`src/common/soc_periph_config.svh`:
```
// widths, address map, register offsets and event bit positions shared by RTL and testbench
`ifndef SOC_PERIPH_CONFIG_SVH
`define SOC_PERIPH_CONFIG_SVH

`define APB_ADDR_WIDTH 32
`define APB_DATA_WIDTH 32
`define N_GPIO 32

// slot decode on paddr[11:8]
`define N_PERIPH 3
`define PERIPH_SEL_LSB 8
`define PERIPH_SEL_MSB 11
`define REG_OFFS_MSB 7  // register offset within a slot
`define SOC_CTRL_IDX 0
`define GPIO_IDX 1
`define TIMER_IDX 2

// soc control
`define SOC_INFO_VALUE 32'h0003_0001  // 3 slots, rev 1
`define BOOTADDR_RESET 32'h1c00_8080
`define SOC_CTRL_INFO 8'h00
`define SOC_CTRL_BOOTADDR 8'h04
`define SOC_CTRL_FETCHEN 8'h08
`define SOC_CTRL_SOFT_RESET 8'h0C

// gpio
`define GPIO_DIR 8'h00
`define GPIO_OUT 8'h04
`define GPIO_IN 8'h08
`define GPIO_INTEN 8'h0C
`define GPIO_INTSTATUS 8'h10  // read clears

// timer
`define TIMER_CFG 8'h00  // bit 0 enable, bit 1 ref clock mode
`define TIMER_COUNT 8'h04
`define TIMER_CMP 8'h08

// fc event vector bits
`define EVT_TIMER_MTIME 7
`define EVT_TIMER_LO 16
`define EVT_REF_RISE 18
`define EVT_REF_FALL 19
`define EVT_GPIO 20

`endif

```
`src/common/soc_periph_pkg.sv`:
```
// bus and event types shared by every block of the apb peripheral subsystem
`include "soc_periph_config.svh"

package soc_periph_pkg;

  ////////////////////
  // apb request, master to slave
  ////////////////////
  typedef struct packed {
    logic [`APB_ADDR_WIDTH-1:0] paddr;   // full byte address
    logic [`APB_DATA_WIDTH-1:0] pwdata;  // write data
    logic                       pwrite;  // 1 write, 0 read
    logic                       psel;    // slave select
    logic                       penable; // access phase
  } apb_req_t;

  ////////////////////
  // apb response, slave to master
  ////////////////////
  typedef struct packed {
    logic [`APB_DATA_WIDTH-1:0] prdata;  // valid in access phase
    logic                       pready;  // zero wait state everywhere
    logic                       pslverr; // unmapped slot only
  } apb_rsp_t;

  // events towards the fabric controller
  // bit 7 and 16 timer, 18/19 ref clock edges, 20 gpio
  typedef logic [31:0] fc_event_t;

endpackage

```
`src/hw/sync_wedge.sv`:
```
// two-flop synchronizer with one extra stage for rise and fall pulses, any packed payload
`timescale 1ns/10ps

module sync_wedge #(
  parameter type T = logic  // single bit or vector
) (
  input  logic clk_i,
  input  logic arst_n_i,
  input  T     serial_i,  // asynchronous input
  output T     serial_o,  // synchronized value
  output T     r_edge_o,  // one cycle per rising edge
  output T     f_edge_o   // one cycle per falling edge
);

  T sync_q0;  // metastability stage
  T sync_q1;  // stable stage
  T dly_q;    // previous stable value

  always_ff @(posedge clk_i or negedge arst_n_i) begin
    if (!arst_n_i) begin
      sync_q0 <= '0;
      sync_q1 <= '0;
      dly_q   <= '0;
    end else begin
      sync_q0 <= serial_i;
      sync_q1 <= sync_q0;
      dly_q   <= sync_q1;  // one cycle behind output
    end
  end

  assign serial_o = sync_q1;

  // bitwise edge detect between the last two stages
  assign r_edge_o = sync_q1 & ~dly_q;
  assign f_edge_o = ~sync_q1 & dly_q;

endmodule

```
`src/hw/periph_bus_decoder.sv`:
```
// decodes the single apb slave port onto the peripheral slots and returns the selected response
`timescale 1ns/10ps
`include "soc_periph_config.svh"

module periph_bus_decoder (
  input  logic                                        clk_i,
  input  logic                                        arst_n_i,
  input  soc_periph_pkg::apb_req_t                    apb_req_i,
  output soc_periph_pkg::apb_rsp_t                    apb_rsp_o,
  output soc_periph_pkg::apb_req_t [`N_PERIPH-1:0]    slv_req_o,
  input  soc_periph_pkg::apb_rsp_t [`N_PERIPH-1:0]    slv_rsp_i
);

  localparam int SLOT_W = `PERIPH_SEL_MSB - `PERIPH_SEL_LSB + 1;

  logic [SLOT_W-1:0] slot;    // addressed slot
  logic              mapped;  // slot exists

  assign slot   = apb_req_i.paddr[`PERIPH_SEL_MSB:`PERIPH_SEL_LSB];
  assign mapped = (slot < SLOT_W'(`N_PERIPH));

  ////////////////////
  // request fan-out
  ////////////////////
  always_comb begin
    for (int i = 0; i < `N_PERIPH; i++) begin
      slv_req_o[i]      = apb_req_i;  // address, data and strobes shared
      slv_req_o[i].psel = apb_req_i.psel && (slot == SLOT_W'(i));  // one-hot select
    end
  end

  ////////////////////
  // response merge
  ////////////////////
  always_comb begin
    // default is the error answer for holes in the map
    apb_rsp_o.prdata  = '0;
    apb_rsp_o.pready  = 1'b1;
    apb_rsp_o.pslverr = 1'b1;
    if (mapped) begin
      for (int i = 0; i < `N_PERIPH; i++) begin
        if (slot == SLOT_W'(i)) begin
          apb_rsp_o = slv_rsp_i[i];  // pass through, no register stage
        end
      end
    end
  end

  // master must never enter an access phase on a deselected bus
  penable_needs_psel : assert property (
    @(posedge clk_i) disable iff (!arst_n_i)
    apb_req_i.penable |-> apb_req_i.psel
  ) else $error("penable high without psel");

endmodule

```
`src/hw/apb_soc_ctrl.sv`:
```
// soc control registers, boot address, fetch enable, info word and soft reset for the peripherals
`timescale 1ns/10ps
`include "soc_periph_config.svh"

module apb_soc_ctrl (
  input  logic                     clk_i,
  input  logic                     arst_n_i,
  input  soc_periph_pkg::apb_req_t apb_req_i,
  output soc_periph_pkg::apb_rsp_t apb_rsp_o,
  output logic [31:0]              fc_bootaddr_o,
  output logic                     fc_fetchen_o,
  output logic                     soft_reset_o
);

  logic [`REG_OFFS_MSB:0] offs;
  logic                   wr_en;
  logic [31:0]            bootaddr_q;
  logic                   fetchen_q;
  logic                   soft_reset_q;

  assign offs  = apb_req_i.paddr[`REG_OFFS_MSB:0];
  assign wr_en = apb_req_i.psel && apb_req_i.penable && apb_req_i.pwrite;

  ////////////////////
  // registers
  ////////////////////
  always_ff @(posedge clk_i or negedge arst_n_i) begin
    if (!arst_n_i) begin
      bootaddr_q   <= `BOOTADDR_RESET;
      fetchen_q    <= 1'b0;
      soft_reset_q <= 1'b0;
    end else begin
      if (wr_en && offs == `SOC_CTRL_BOOTADDR) bootaddr_q <= apb_req_i.pwdata;
      if (wr_en && offs == `SOC_CTRL_FETCHEN) fetchen_q <= apb_req_i.pwdata[0];
      // access phase lasts one cycle, so this is a single pulse
      soft_reset_q <= wr_en && offs == `SOC_CTRL_SOFT_RESET && apb_req_i.pwdata[0];
    end
  end

  assign fc_bootaddr_o = bootaddr_q;
  assign fc_fetchen_o  = fetchen_q;
  assign soft_reset_o  = soft_reset_q;

  ////////////////////
  // read back
  ////////////////////
  always_comb begin
    apb_rsp_o.pready  = 1'b1;  // zero wait state
    apb_rsp_o.pslverr = 1'b0;
    case (offs)
      `SOC_CTRL_INFO:     apb_rsp_o.prdata = `SOC_INFO_VALUE;
      `SOC_CTRL_BOOTADDR: apb_rsp_o.prdata = bootaddr_q;
      `SOC_CTRL_FETCHEN:  apb_rsp_o.prdata = {31'b0, fetchen_q};
      default:            apb_rsp_o.prdata = '0;  // soft reset reads as zero
    endcase
  end

  // the peripheral reset it drives must release after one cycle
  soft_reset_one_cycle : assert property (
    @(posedge clk_i) disable iff (!arst_n_i)
    soft_reset_o |=> !soft_reset_o
  ) else $error("soft reset pulse longer than one cycle");

endmodule

```
`src/gpio/apb_gpio.sv`:
```
// gpio block with direction, output, synchronized input and masked rising edge interrupts
`timescale 1ns/10ps
`include "soc_periph_config.svh"

module apb_gpio (
  input  logic                     clk_i,
  input  logic                     arst_n_i,
  input  soc_periph_pkg::apb_req_t apb_req_i,
  output soc_periph_pkg::apb_rsp_t apb_rsp_o,
  input  logic [`N_GPIO-1:0]       gpio_in_i,
  output logic [`N_GPIO-1:0]       gpio_out_o,
  output logic [`N_GPIO-1:0]       gpio_oe_o,
  output logic                     irq_o
);

  logic [`REG_OFFS_MSB:0] offs;
  logic                   wr_en;
  logic                   rd_clr;      // status read, clears at end of access
  logic [`N_GPIO-1:0]     gpio_sync;   // pins after synchronizer
  logic [`N_GPIO-1:0]     gpio_rise;   // rising edge pulses
  logic [`N_GPIO-1:0]     dir_q;
  logic [`N_GPIO-1:0]     out_q;
  logic [`N_GPIO-1:0]     inten_q;
  logic [`N_GPIO-1:0]     status_q;

  assign offs   = apb_req_i.paddr[`REG_OFFS_MSB:0];
  assign wr_en  = apb_req_i.psel && apb_req_i.penable && apb_req_i.pwrite;
  assign rd_clr = apb_req_i.psel && apb_req_i.penable && !apb_req_i.pwrite &&
                  offs == `GPIO_INTSTATUS;

  ////////////////////
  // input sync
  ////////////////////
  sync_wedge #(
    .T(logic [`N_GPIO-1:0])
  ) i_gpio_sync (
    .clk_i   (clk_i),
    .arst_n_i(arst_n_i),
    .serial_i(gpio_in_i),
    .serial_o(gpio_sync),
    .r_edge_o(gpio_rise),
    .f_edge_o()            // falling edges raise nothing here
  );

  ////////////////////
  // registers
  ////////////////////
  always_ff @(posedge clk_i or negedge arst_n_i) begin
    if (!arst_n_i) begin
      dir_q    <= '0;
      out_q    <= '0;
      inten_q  <= '0;
      status_q <= '0;
    end else begin
      if (wr_en && offs == `GPIO_DIR) dir_q <= apb_req_i.pwdata;
      if (wr_en && offs == `GPIO_OUT) out_q <= apb_req_i.pwdata;
      if (wr_en && offs == `GPIO_INTEN) inten_q <= apb_req_i.pwdata;
      // a new edge in the clearing cycle still gets recorded
      status_q <= (rd_clr ? '0 : status_q) | (gpio_rise & inten_q);
    end
  end

  assign gpio_out_o = out_q;
  assign gpio_oe_o  = dir_q;   // 1 drives the pin
  assign irq_o      = |status_q;

  always_comb begin
    apb_rsp_o.pready  = 1'b1;
    apb_rsp_o.pslverr = 1'b0;
    case (offs)
      `GPIO_DIR:       apb_rsp_o.prdata = dir_q;
      `GPIO_OUT:       apb_rsp_o.prdata = out_q;
      `GPIO_IN:        apb_rsp_o.prdata = gpio_sync;
      `GPIO_INTEN:     apb_rsp_o.prdata = inten_q;
      `GPIO_INTSTATUS: apb_rsp_o.prdata = status_q;
      default:         apb_rsp_o.prdata = '0;
    endcase
  end

endmodule

```
`src/timer/apb_timer_unit.sv`:
```
// 32-bit timer on system clock or reference clock edges, compare-and-clear with interrupt pulse
`timescale 1ns/10ps
`include "soc_periph_config.svh"

module apb_timer_unit (
  input  logic                     clk_i,
  input  logic                     arst_n_i,
  input  soc_periph_pkg::apb_req_t apb_req_i,
  output soc_periph_pkg::apb_rsp_t apb_rsp_o,
  input  logic                     ref_rise_i,   // synchronized ref clock rise
  input  logic                     stoptimer_i,  // debug halt
  output logic                     irq_o
);

  logic [`REG_OFFS_MSB:0] offs;
  logic                   wr_en;
  logic                   wr_count;
  logic                   tick;     // increment this cycle
  logic                   match;    // compare hit on a tick
  logic [1:0]             cfg_q;    // [0] enable, [1] ref mode
  logic [31:0]            count_q;
  logic [31:0]            cmp_q;
  logic                   irq_q;

  assign offs     = apb_req_i.paddr[`REG_OFFS_MSB:0];
  assign wr_en    = apb_req_i.psel && apb_req_i.penable && apb_req_i.pwrite;
  assign wr_count = wr_en && offs == `TIMER_COUNT;

  ////////////////////
  // tick source
  ////////////////////
  assign tick  = cfg_q[0] && !stoptimer_i && (cfg_q[1] ? ref_rise_i : 1'b1);
  assign match = tick && (count_q == cmp_q);

  always_ff @(posedge clk_i or negedge arst_n_i) begin
    if (!arst_n_i) begin
      cfg_q   <= '0;
      count_q <= '0;
      cmp_q   <= '0;
      irq_q   <= 1'b0;
    end else begin
      if (wr_en && offs == `TIMER_CFG) cfg_q <= apb_req_i.pwdata[1:0];
      if (wr_en && offs == `TIMER_CMP) cmp_q <= apb_req_i.pwdata;
      // software write beats the increment
      if (wr_count) begin
        count_q <= apb_req_i.pwdata;
      end else if (tick) begin
        count_q <= match ? '0 : count_q + 32'd1;  // wrap on compare
      end
      irq_q <= match && !wr_count;  // no pulse when the tick was overridden
    end
  end

  assign irq_o = irq_q;

  ////////////////////
  // read back
  ////////////////////
  always_comb begin
    apb_rsp_o.pready  = 1'b1;
    apb_rsp_o.pslverr = 1'b0;
    case (offs)
      `TIMER_CFG:   apb_rsp_o.prdata = {30'b0, cfg_q};
      `TIMER_COUNT: apb_rsp_o.prdata = count_q;
      `TIMER_CMP:   apb_rsp_o.prdata = cmp_q;
      default:      apb_rsp_o.prdata = '0;
    endcase
  end

  // with a nonzero compare the counter leaves the match value right after a hit
  // ref mode ticks are never back to back either
  irq_single_pulse : assert property (
    @(posedge clk_i) disable iff (!arst_n_i)
    (irq_o && cmp_q != '0) |=> !irq_o
  ) else $error("timer irq high two cycles in a row");

endmodule

```
`src/hw/soc_peripherals.sv`:
```
// top of the apb peripheral subsystem, bus decoder plus soc control, gpio and timer, fc event map
`timescale 1ns/10ps
`include "soc_periph_config.svh"

module soc_peripherals (
  input  logic                      clk_i,
  input  logic                      arst_n_i,
  input  logic                      ref_clk_i,    // slow reference clock
  input  logic                      stoptimer_i,
  input  soc_periph_pkg::apb_req_t  apb_req_i,
  output soc_periph_pkg::apb_rsp_t  apb_rsp_o,
  input  logic [`N_GPIO-1:0]        gpio_in_i,
  output logic [`N_GPIO-1:0]        gpio_out_o,
  output logic [`N_GPIO-1:0]        gpio_oe_o,
  output logic [31:0]               fc_bootaddr_o,
  output logic                      fc_fetchen_o,
  output soc_periph_pkg::fc_event_t fc_events_o
);

  soc_periph_pkg::apb_req_t [`N_PERIPH-1:0] slv_req;
  soc_periph_pkg::apb_rsp_t [`N_PERIPH-1:0] slv_rsp;

  logic soft_reset;
  logic periph_rst_n;  // gpio and timer reset
  logic ref_rise;
  logic ref_fall;
  logic timer_irq;
  logic gpio_irq;

  // soft reset comes from a flop, clean to use asynchronously
  assign periph_rst_n = arst_n_i & ~soft_reset;

  ////////////////////
  // bus and ref clock
  ////////////////////
  periph_bus_decoder i_periph_bus (
    .clk_i(clk_i), .arst_n_i(arst_n_i), .apb_req_i(apb_req_i), .apb_rsp_o(apb_rsp_o),
    .slv_req_o(slv_req), .slv_rsp_i(slv_rsp)
  );

  sync_wedge #(.T(logic)) i_ref_clk_sync (
    .clk_i(clk_i), .arst_n_i(arst_n_i), .serial_i(ref_clk_i),
    .serial_o(), .r_edge_o(ref_rise), .f_edge_o(ref_fall)
  );

  ////////////////////
  // peripherals
  ////////////////////
  apb_soc_ctrl i_apb_soc_ctrl (
    .clk_i(clk_i), .arst_n_i(arst_n_i),  // stays out of its own soft reset
    .apb_req_i(slv_req[`SOC_CTRL_IDX]), .apb_rsp_o(slv_rsp[`SOC_CTRL_IDX]),
    .fc_bootaddr_o(fc_bootaddr_o), .fc_fetchen_o(fc_fetchen_o), .soft_reset_o(soft_reset)
  );

  apb_gpio i_apb_gpio (
    .clk_i(clk_i), .arst_n_i(periph_rst_n),
    .apb_req_i(slv_req[`GPIO_IDX]), .apb_rsp_o(slv_rsp[`GPIO_IDX]),
    .gpio_in_i(gpio_in_i), .gpio_out_o(gpio_out_o), .gpio_oe_o(gpio_oe_o), .irq_o(gpio_irq)
  );

  apb_timer_unit i_apb_timer_unit (
    .clk_i(clk_i), .arst_n_i(periph_rst_n),
    .apb_req_i(slv_req[`TIMER_IDX]), .apb_rsp_o(slv_rsp[`TIMER_IDX]),
    .ref_rise_i(ref_rise), .stoptimer_i(stoptimer_i), .irq_o(timer_irq)
  );

  // fc event map, unused bits tied low
  always_comb begin
    fc_events_o                   = '0;
    fc_events_o[`EVT_TIMER_MTIME] = timer_irq;  // mtime irq
    fc_events_o[`EVT_TIMER_LO]    = timer_irq;
    fc_events_o[`EVT_REF_RISE]    = ref_rise;
    fc_events_o[`EVT_REF_FALL]    = ref_fall;
    fc_events_o[`EVT_GPIO]        = gpio_irq;   // OR of pending gpio status
  end

endmodule

```
`config.mk`:
```
export PLATFORM = sky130hd
export DESIGN_NAME = soc_peripherals
export DESIGN_NICKNAME = d
export VERILOG_FILES = /design/src/common/soc_periph_pkg.sv /design/src/hw/sync_wedge.sv /design/src/hw/periph_bus_decoder.sv /design/src/hw/apb_soc_ctrl.sv /design/src/gpio/apb_gpio.sv /design/src/timer/apb_timer_unit.sv /design/src/hw/soc_peripherals.sv
export VERILOG_INCLUDE_DIRS = /design/src /design/src/common
export SDC_FILE = /design/constraint.sdc
export NUM_CORES = 1
export LEC_CHECK = 0
export BUFFER_PORTS_ARGS = -buffer_cell sky130_fd_sc_hd__buf_2
export CORE_ASPECT_RATIO = 1.5
export CORE_MARGIN = 2
export CORE_UTILIZATION = 40
export CTS_CLUSTER_DIAMETER = 30
export DETAILED_ROUTE_END_ITERATION = 6
export PLACE_DENSITY_LB_ADDON = 0.1
export SYNTH_ARGS = -nofsm -noshare
export SYNTH_HDL_FRONTEND = slang
export SYNTH_SLANG_ARGS = --single-unit
```
`constraint.sdc`:
```
create_clock -name clk_i -period 18.2 [get_ports clk_i]
set_clock_uncertainty 0.1 [all_clocks]
set_input_delay 1.82 -clock clk_i [delete_from_list [all_inputs] [get_ports clk_i]]
set_output_delay 1.82 -clock clk_i [all_outputs]
set_load 0.01 [all_outputs]
```
==> results of run 1 <==
-- layer usage --
layer  track usage  vias to the layer above
met1        0.2839                     5738
met5             0                        -
met3       0.03886                       89
met4       0.09600                        0
met2        0.4164                      335
li1              -                     5070
-- cell families (layout without fill, tap and decap cells) --
group                    Yosys count  after routing  synth area share
flip-flops                       328            328            0.5467
AO/OA/AOI/OAI                    301            301            0.1536
AND/OR/NAND/NOR                  274            274           0.09635
multiplexers                     169            169            0.1263
buffers and inverters            121            369           0.04472
XOR/XNOR                          53             53           0.03090
other                              2             28         0.0004999
adder cells (fa/ha/maj)            1              1         0.0008326
-- worst max-delay path by stage --
stage                         endpoint          start  slack (ns)  cells past startpoint
6_report                  apb_rsp_o[3]  apb_req_i[36]       11.00                     10
5_1_grt                   apb_rsp_o[3]  apb_req_i[36]       10.96                     10
4_1_cts                   apb_rsp_o[3]  apb_req_i[36]       11.06                     10
3_5_place_dp              apb_rsp_o[3]  apb_req_i[36]       11.06                     10
3_3_place_gp             apb_rsp_o[18]  apb_req_i[36]       11.07                      9
2_1_floorplan  i_apb_gpio.gpio_oe_o[0]       arst_n_i        5.82                      1
-- flip-flops by register name, summed over array words and instances, names as in the netlist --
register                         flops
i_apb_timer_unit.cfg_q               2
i_apb_gpio.i_gpio_sync.serial_o     32
i_apb_soc_ctrl.fc_fetchen_o          1
i_apb_gpio.gpio_out_o               32
i_apb_gpio.gpio_oe_o                32
i_ref_clk_sync.dly_q                 1
i_apb_soc_ctrl.soft_reset_o          1
i_ref_clk_sync.serial_o              1
i_ref_clk_sync.sync_q0               1
i_apb_gpio.status_q                 32
i_apb_soc_ctrl.fc_bootaddr_o        32
i_apb_gpio.inten_q                  32
i_apb_gpio.i_gpio_sync.dly_q        32
i_apb_timer_unit.cmp_q              32
i_apb_timer_unit.irq_o               1
i_apb_gpio.i_gpio_sync.sync_q0      32
i_apb_timer_unit.count_q            32
-- worst max-delay path, stage by stage --
cell and delay, ns:
buf_2 0.10, or4_4 0.60, nor2_4 0.10, buf_4 0.48
and4bb_2 0.57, buf_4 0.69, a221o_1 0.29, a21oi_1 0.05
nor3_1 0.34, buf_2 0.20
-- synth_stat cells, drive strengths merged (2+ instances only) --
library cell / n
a211o: 2
a211oi: 30
a21o: 12
a21oi: 43
a221o: 2
a221oi: 33
a222oi: 10
a22o: 68
a2bb2oi: 2
a31oi: 4
a32oi: 3
and2: 9
and3: 17
and4: 5
buf: 80
clkbuf: 37
conb: 2
dfrtp: 323
dfstp: 5
inv: 4
mux2: 165
mux2i: 4
nand2: 122
nand2b: 3
nand3: 9
nand4: 32
nor2: 21
nor2b: 5
nor3: 16
nor3b: 2
nor4: 16
nor4b: 2
o2111ai: 3
o211ai: 2
o21ai: 59
o31ai: 21
or2: 2
or3: 4
or4: 5
xnor2: 39
xor2: 14
-- power by group through the flow --
stage / Sequential [uW] / Clock, uW / Combinational, uW
3_3_place_gp: 761 / 0 / 60.5
2_1_floorplan: 759 / 0 / 34.1
3_5_place_dp: 761 / 0 / 61.0
5_1_grt: 750 / 1380 / 66.7
4_1_cts: 750 / 1350 / 61.2
6_report: 750 / 1320 / 59.7
-- layout by cell type (no fill, tap or decap), drive strengths merged, types with 30 or more instances in the layout --
cell type	instances
nand2	122
buf	237
a22o	68
dfrtp	323
a211oi	30
a21oi	43
a221oi	33
xnor2	39
nand4	32
clkbuf	84
o21ai	59
mux2	165
-- layout make-up --
type / instances / area [um2]
clock buffers: 84 / 1916
well taps: 489 / 611.8
multi-input cells: 826 / 6257
fillers: 3393 / 18520
flip-flops and latches: 328 / 8214
repair buffers: 237 / 1236
inverters: 4 / 15.01
clock inverters: 44 / 565.5
-- per-stage QoR --
| step | std cells | worst slack (ns) | cell area (um2) | util | hold WS, ns |
|---|---|---|---|---|---|
| final | 2012 | 11.00 | 18820 | 0.5039 | 0.2372 |
| after global routing | 2012 | 10.96 | 18820 | 0.5039 | 0.2427 |
| after CTS | 2012 | 11.06 | 18820 | 0.5039 | 0.2407 |
| after detailed placement | 1884 | 11.06 | 16330 | 0.4375 | 0.2347 |
| after global placement | 1884 | 11.07 | 16330 | 0.4375 | 0.2325 |
| after floorplan | 1275 | 5.821 | 15120 | - | 0.2312 |
==> impl_metrics.toml, run 1 <==
[synthesis]
syn_inst = 1249
avgSynthCellArea_um2 = 12.03
synth.top_cell.area_share = 0.5380
synth_top_area_cell = "dfrtp_1"
synth_warnings = 0
synth_area_leaders = "dfrtp_1 54%, mux2_1 12%, a22o_1 4.0%"
synth_seq_area_share = 0.5467
async_flop_share = 1.000
synth_ff_type = "dfrtp_1"
synth_area_um2 = 15020
synth-seq-cells = 328
synth_edf_count = 0
synth.distinct_cells = 68

[min_path]
hp-start = "i_apb_gpio.i_gpio_sync.sync_q0[15]"
hp-class = "reg -> reg"
holdPathEnd = "i_apb_gpio.i_gpio_sync.serial_o[15]"
hold_depth = 0

[global_route]
grt_remaining_overflow = 0
grt_pass1_vias = 11570
grt_usage = 0.2348
grt_pass1_wl_mm = 69.86
grt_max_degree = 81
antenna_found_initial = 0

[placed_design]
hpwl_mm = 29.44
gp_congestion = 0.8653
io_buffers = 217

[worst_setup_path]
cp.required_ns = 16.28
path_max_fanout = 54
cp.arrival_ns = 5.28
reg2reg_depth = 4
worstReg2RegStart = "i_apb_soc_ctrl.soft_reset_o"
startpoint_type = "primary input"
r2r-end = "i_apb_timer_unit.cmp_q[16]"
path_class = "in -> out"
rrSetupSlack_ns = 15.02
crit_path_end_kind = "primary output"

[sta]
relSlewSlack = 0.2756
fin_setup_tns_ns = 0
max_freq_mhz = 139.0
timing.final.crit_share = 0.3953
min_period_ns = 7.195
worst_pin_slew_ns = 1.087
final-setup-viol-count = 0
rsz0062_at_grt = "false"
hold_violations = 0
maxSlewViolCount = 0

[floorplan]
core_area_um2 = 37340
core.rowCount = 87
fp.dieW_um = 162.2
dieArea_um2 = 39160
boundaryPins = 266
die_h_um = 241.4
start_util = 0.4024

[cts]
numCtsBuffers = 70
cts_resized = 0
clk_pin_slew_ns = 0.05
clock_sinks = 328
post_cts_buffers = 0
root_buffer = "clkbuf_16"
cts_tree = "yes"
htree_num_levels = 3
worstSkewPairLatency_ns = 0.57
cts_buffer_depth = 3
hold_buffers = 0

[power_and_ir_drop]
p_sw_uw = 472.4
p_seq_frac = 0.352
switching_share = 0.2218
cellLeakagePower_uw = 0.009025
clkPwrFrac = 0.620
p_int_uw = 1657
power_uw = 2130
ir_drop_mv = 0.07898
power_density_nw_per_um2 = 113.2
pwr-share-comb = 0.028

[route]
viasPerCell = 5.583
maxUsedRoutingLayer = "met4"
ant_nets = 0
drc = 0
routed_wl_mm = 45.60
drtPass1Iterations = 5
vias = 11230
wl_met2_mm = 23.74
wl_met1_mm = 18.45
drtIter0Drc = 683
wl_met3_mm = 1.954
routedWlPerCell_um = 22.67

[final_layout]
drive_above_1_share = 0.2731
fin_nets = 1571
synthToLayoutAreaGrowth_pct = 25.23
antenna_cells = 0

[run_status]
status = "completed"

[job]
timing.max_cap.violations = 0
Power figures use the tool's default switching activity.
==> run 2: changes to the inputs <==
==> constraint.sdc (replaced) <==
create_clock -name clk_i -period 5.97 [get_ports clk_i]
set_clock_uncertainty 0.1 [all_clocks]
set_input_delay 0.597 -clock clk_i [delete_from_list [all_inputs] [get_ports clk_i]]
set_output_delay 0.597 -clock clk_i [all_outputs]
set_load 0.01 [all_outputs]
==> impl_metrics.toml, run 2 (synthesized netlist as in run 1, its figures left out) <==
[final_layout]
synthToLayoutAreaGrowth_pct = 25.07
fin_nets = 1582
final_cell_mix = "323 x dfrtp_1, 217 x buf_2, 160 x mux2_1"
antenna_cells = 0
final_util = 0.5033
multiInputGateArea_um2 = 6248
drive_above_1_share = 0.2699
layout_commonest_cell = "dfrtp_1"
final-seq-area_um2 = 8214
fillers = 3375

[cts]
cts_buffer_depth = 3
root_buffer = "clkbuf_16"
post_cts_buffers = 0
clk_pin_slew_ns = 0.05
cts_tree = "yes"
clock_sinks = 328
worstSkewPairLatency_ns = 0.58
numCtsBuffers = 71
htree_num_levels = 3

[sta]
maxSlewViolCount = 0
max_freq_mhz = 221.7
worst_pin_slew_ns = 1.105
rsz0062_at_grt = "false"
hold_violations = 0
min_period_ns = 4.510
timing.final.crit_share = 0.7555
final-setup-viol-count = 0
relSlewSlack = 0.2635

[placed_design]
hpwl_mm = 29.93
io_buffers = 217
gp_congestion = 0.8719

[power_and_ir_drop]
ir_drop_mv = 0.2095
power_uw = 6281
power_density_nw_per_um2 = 334.2
cellLeakagePower_uw = 0.009005

[worst_setup_path]
r2r-end = "i_apb_timer_unit.count_q[31]"
reg2reg_depth = 6
cp.arrival_ns = 3.81
crit_path_end_kind = "primary output"
worstReg2RegStart = "i_apb_timer_unit.count_q[10]"
startpoint_type = "primary input"
path_max_fanout = 20
rrSetupSlack_ns = 2.97
path_class = "in -> out"
cp.required_ns = 5.27

[route]
vias = 11290
drtIter0Drc = 639
drtPass1Iterations = 5
ant_nets = 0
viasPerCell = 5.583
routedWlPerCell_um = 22.72
routed_wl_mm = 45.96
drc = 0

[global_route]
grt_pass1_wl_mm = 69.63
grt.busiest_layer = "met2"
grt_remaining_overflow = 0
grtUsageMet3 = 0.04160
grt_usage = 0.2368
antenna_found_initial = 0
grt_max_degree = 130
grt_pass1_vias = 11560
grt_use_met2 = 0.4201
grtUsageMet1 = 0.2778

[floorplan]
core_area_um2 = 37340
die_h_um = 241.4
start_util = 0.4024
dieArea_um2 = 39160
boundaryPins = 266
fp.dieW_um = 162.2
core.rowCount = 87

[min_path]
hp-start = "gpio_in_i[7]"
hold_depth = 1
hp-class = "in -> reg"
holdPathEnd = "i_apb_gpio.i_gpio_sync.sync_q0[7]"

[job]
timing.max_cap.violations = 0

[run_status]
status = "completed"
run 2: cell count changes in the layout (fill, tap and decap cells not counted), moves of 2 or more:
cell | previous run | this run
dlygate4sd3_1 | 0 | 5
clkbuf_8 | 9 | 7
clkbuf_1 | 4 | 11
inv_6 | 8 | 6
clkinvlp_4 | 6 | 8
clkinv_4 | 10 | 7
bufinv_16 | 10 | 5
buf_4 | 20 | 23
buf_12 | 0 | 2
clkinv_2 | 8 | 10
run 2: worst max-delay path, cell delays in order:
cell and delay, ns:
buf_2 0.11, or4_4 0.60, nor2_4 0.54, nand3_1 0.24
a21oi_2 0.69, buf_4 0.40, o21ai_1 0.11, a211oi_1 0.31
buf_2 0.20
run 2: stage by stage:
| stage | setup WS, ns | std cells | hold WS [ns] | cell area (um2) | TNS [ns] |
|---|---|---|---|---|---|
| finish | 1.460 | 2023 | 0.02239 | 18790 | 0 |
| global route | 1.284 | 2023 | 0.009727 | 18790 | 0 |
| detailed placement | 1.439 | 1889 | 0.2347 | 16390 | 0 |
| floorplan | -0.6235 | 1275 | 0.2014 | 15130 | -181.45 |
| CTS | 1.437 | 2023 | 0.00007183 | 18790 | 0 |
| global placement | 1.474 | 1889 | 0.2326 | 16390 | 0 |
run 2: final cells by class:
cell class / instances / share of cell area
Clock buffer: 90 / 0.1032
Clock inverter: 39 / 0.02197
Inverter: 4 / 0.0007990
Multi-Input combinational cell: 826 / 0.3325
Sequential cell: 328 / 0.4371
Tap cell: 489 / 0.03256
Timing Repair Buffer: 247 / 0.07178
run 2: how the worst max path moves through the flow:
stage	startpoint	end	slack, ns	cells after the start
5_1_grt	apb_req_i[36]	apb_rsp_o[31]	1.28	9
6_report	apb_req_i[36]	apb_rsp_o[31]	1.46	9
4_1_cts	apb_req_i[36]	apb_rsp_o[31]	1.44	9
3_3_place_gp	apb_req_i[36]	apb_rsp_o[31]	1.47	9
2_1_floorplan	arst_n_i	i_apb_gpio.gpio_oe_o[0]	-0.62	1
3_5_place_dp	apb_req_i[36]	apb_rsp_o[31]	1.44	9
run 2: power breakdown:
| part | leakage, uW | switching, uW | internal [uW] |
|---|---|---|---|
| Combinational | 0.00371 | 133 | 51.8 |
| Clock | 0.00114 | 1280 | 2530 |
| Sequential | 0.00416 | 19.8 | 2270 |
run 2: repair_timing:
action,CTS,global route
hold buffers,5,0
endpoints found under the hold margin,5,0
resized for setup,0,0
run 2: per-layer routing:
layer | routed length, um | part of all wire
met1 | 18060 | 0.39
met2 | 23920 | 0.52
met3 | 2274 | 0.049
met4 | 1707 | 0.037
met5 | 0 | 0
==> run 3: changes to the inputs <==
==> constraint.sdc (replaced) <==
create_clock -name clk_i -period 4.5 [get_ports clk_i]
set_clock_uncertainty 0.1 [all_clocks]
set_input_delay 0.45 -clock clk_i [delete_from_list [all_inputs] [get_ports clk_i]]
set_output_delay 0.45 -clock clk_i [all_outputs]
set_load 0.01 [all_outputs]
==> impl_metrics.toml, run 3 (synthesized netlist as in run 1, its figures left out) <==
[final_layout]
multiInputGateArea_um2 = 6247
fin_nets = 1611
fillers = 3408
synthToLayoutAreaGrowth_pct = 26.83
final-seq-area_um2 = 8214
instances_no_fill = 2047
layout_commonest_cell = "dfrtp_1"
antenna_cells = 0
drive_above_1_share = 0.2683
final_cell_mix = "323 x dfrtp_1, 217 x buf_2, 160 x mux2_1"

[sta]
worst_pin_slew_ns = 1.079
fin_setup_tns_ns = 0
timing.final.crit_share = 0.7911
max_freq_mhz = 280.9
min_period_ns = 3.560
maxSlewViolCount = 0
hold_violations = 0
relSlewSlack = 0.2806
rsz0062_at_grt = "false"
final-setup-viol-count = 0

[cts]
cts_tree = "yes"
root_buffer = "clkbuf_16"
worstSkewPairLatency_ns = 0.60
numCtsBuffers = 61
post_cts_buffers = 0
clock_sinks = 328
htree_num_levels = 2
clk_pin_slew_ns = 0.05
cts_buffer_depth = 3

[worst_setup_path]
worstReg2RegStart = "i_apb_timer_unit.count_q[10]"
slowest_stage = "or4_4"
path_max_fanout = 63
cp.arrival_ns = 3.01
cp_top_family = "simple AND/OR/NAND/NOR gates"
max_stage_delay_ns = 0.60
path_class = "in -> out"
critPathBufInv = 4
cp.required_ns = 3.95
r2r-end = "i_apb_timer_unit.count_q[21]"
rrSetupSlack_ns = 1.82
crit_path_end_kind = "primary output"
reg2reg_depth = 6
startpoint_type = "primary input"
path_cells = "buf_2 > or4_4 > nor2_4 > buf_4 > and4bb_2 > buf_12 > a22o_1 > o21ai_1 > a211oi_1 > buf_2"
cpMostUsedCell = "buf_2"
cp.depth = 10

[global_route]
grt_pass1_vias = 11660
grt_usage = 0.2350
grt_pass1_wl_mm = 70.29
grt_max_degree = 104
antenna_found_initial = 0
grt_remaining_overflow = 0

[floorplan]
core_area_um2 = 37340
dieArea_um2 = 39160
start_util = 0.4024
core.rowCount = 87
boundaryPins = 266
fp.dieW_um = 162.2
die_h_um = 241.4

[route]
viasPerCell = 5.576
drc = 0
vias = 11420
drtIter0Drc = 721
routed_wl_mm = 45.89
drtPass1Iterations = 5
routedWlPerCell_um = 22.42
ant_nets = 0

[placed_design]
hpwl_mm = 30.83
io_buffers = 217
dp_cells = 1899
gp_congestion = 0.8836

[power_and_ir_drop]
p_sw_uw = 1908
p_int_uw = 6278
p_seq_frac = 0.370
switching_share = 0.2331
cellLeakagePower_uw = 0.009126
clkPwrFrac = 0.597
pwr-share-comb = 0.033
ir_drop_mv = 0.3260
power_density_nw_per_um2 = 429.6

[min_path]
hp-class = "in -> reg"
holdPathEnd = "i_apb_timer_unit.count_q[13]"
hold_depth = 3
hp-start = "apb_req_i[16]"

[job]
timing.max_cap.violations = 0

[run_status]
status = "completed"
## run 3: cell types whose count changed in the layout (fill, tap and decap cells not counted), sizes merged
cell         change
clkbuf          -23
inv              +7
clkinv           -3
buf             +10
dlygate4sd3     +29
clkinvlp         -1
bufinv           +5
## run 3: cell type report
class / instances / area share
clock buffers: 67 / 0.08391
clock inverters: 47 / 0.03303
inverters: 4 / 0.0007879
multi-input cells: 826 / 0.3278
flip-flops and latches: 328 / 0.4311
well taps: 489 / 0.03211
repair buffers: 286 / 0.09127
## run 3: how the worst max path moves through the flow
stage	from	end	slack, ns
4_1_cts	apb_req_i[36]	apb_rsp_o[31]	0.92
3_3_place_gp	apb_req_i[36]	i_apb_timer_unit.cmp_q[11]	0.88
2_1_floorplan	arst_n_i	i_apb_gpio.gpio_oe_o[0]	-1.95
3_5_place_dp	apb_req_i[36]	i_apb_timer_unit.cmp_q[25]	0.83
5_1_grt	apb_req_i[36]	apb_rsp_o[3]	0.83
6_report	apb_req_i[36]	apb_rsp_o[31]	0.94
## run 3: through the flow
stage | hold WS [ns] | area, um2 | power [uW] | utilization | setup slack (ns)
2_1_floorplan | 0.05441 | 15130 | 3206 | - | -1.947
3_3_place_gp | 0.2320 | 16490 | 3326 | 0.4416 | 0.8840
3_5_place_dp | 0.2347 | 16490 | 3329 | 0.4416 | 0.8343
4_1_cts | 0.02925 | 19060 | 8272 | 0.5104 | 0.9206
5_1_grt | 0.04743 | 19060 | 8445 | 0.5104 | 0.8322
6_report | 0.05003 | 19060 | 8186 | 0.5104 | 0.9400
## run 3: metal layers
| metal | global-route usage | part of all wire | wire, um |
|---|---|---|---|
| met1 | 0.2823 | 0.39 | 17740 |
| met2 | 0.4272 | 0.53 | 24320 |
| met3 | 0.03664 | 0.053 | 2420 |
| met4 | 0.08206 | 0.031 | 1404 |
| met5 | 0 | 0 | 0 |
## run 3: power groups by stage
stage / clock, uW / combinational [uW] / sequential [uW]
finish: 4890 / 268 / 3030
CTS: 4970 / 275 / 3030
global placement: 0 / 249 / 3080
detailed placement: 0 / 252 / 3080
global route: 5110 / 298 / 3030
floorplan: 0 / 138 / 3070
## run 3: repair_timing
action,4_1_cts,5_1_grt
resized for setup,0,0
hold buffers,34,0
hold endpoints to repair,65,0
## run 3: worst register-to-register path, delay by kind of cell, from the launching register on
family                 cells  cell delay (ns)
flip-flops                 1             0.45
AO/OA/AOI/OAI              1             0.11
XOR/XNOR                   1             0.44
AND/OR/NAND/NOR            3             1.16
buffers and inverters      1             0.29
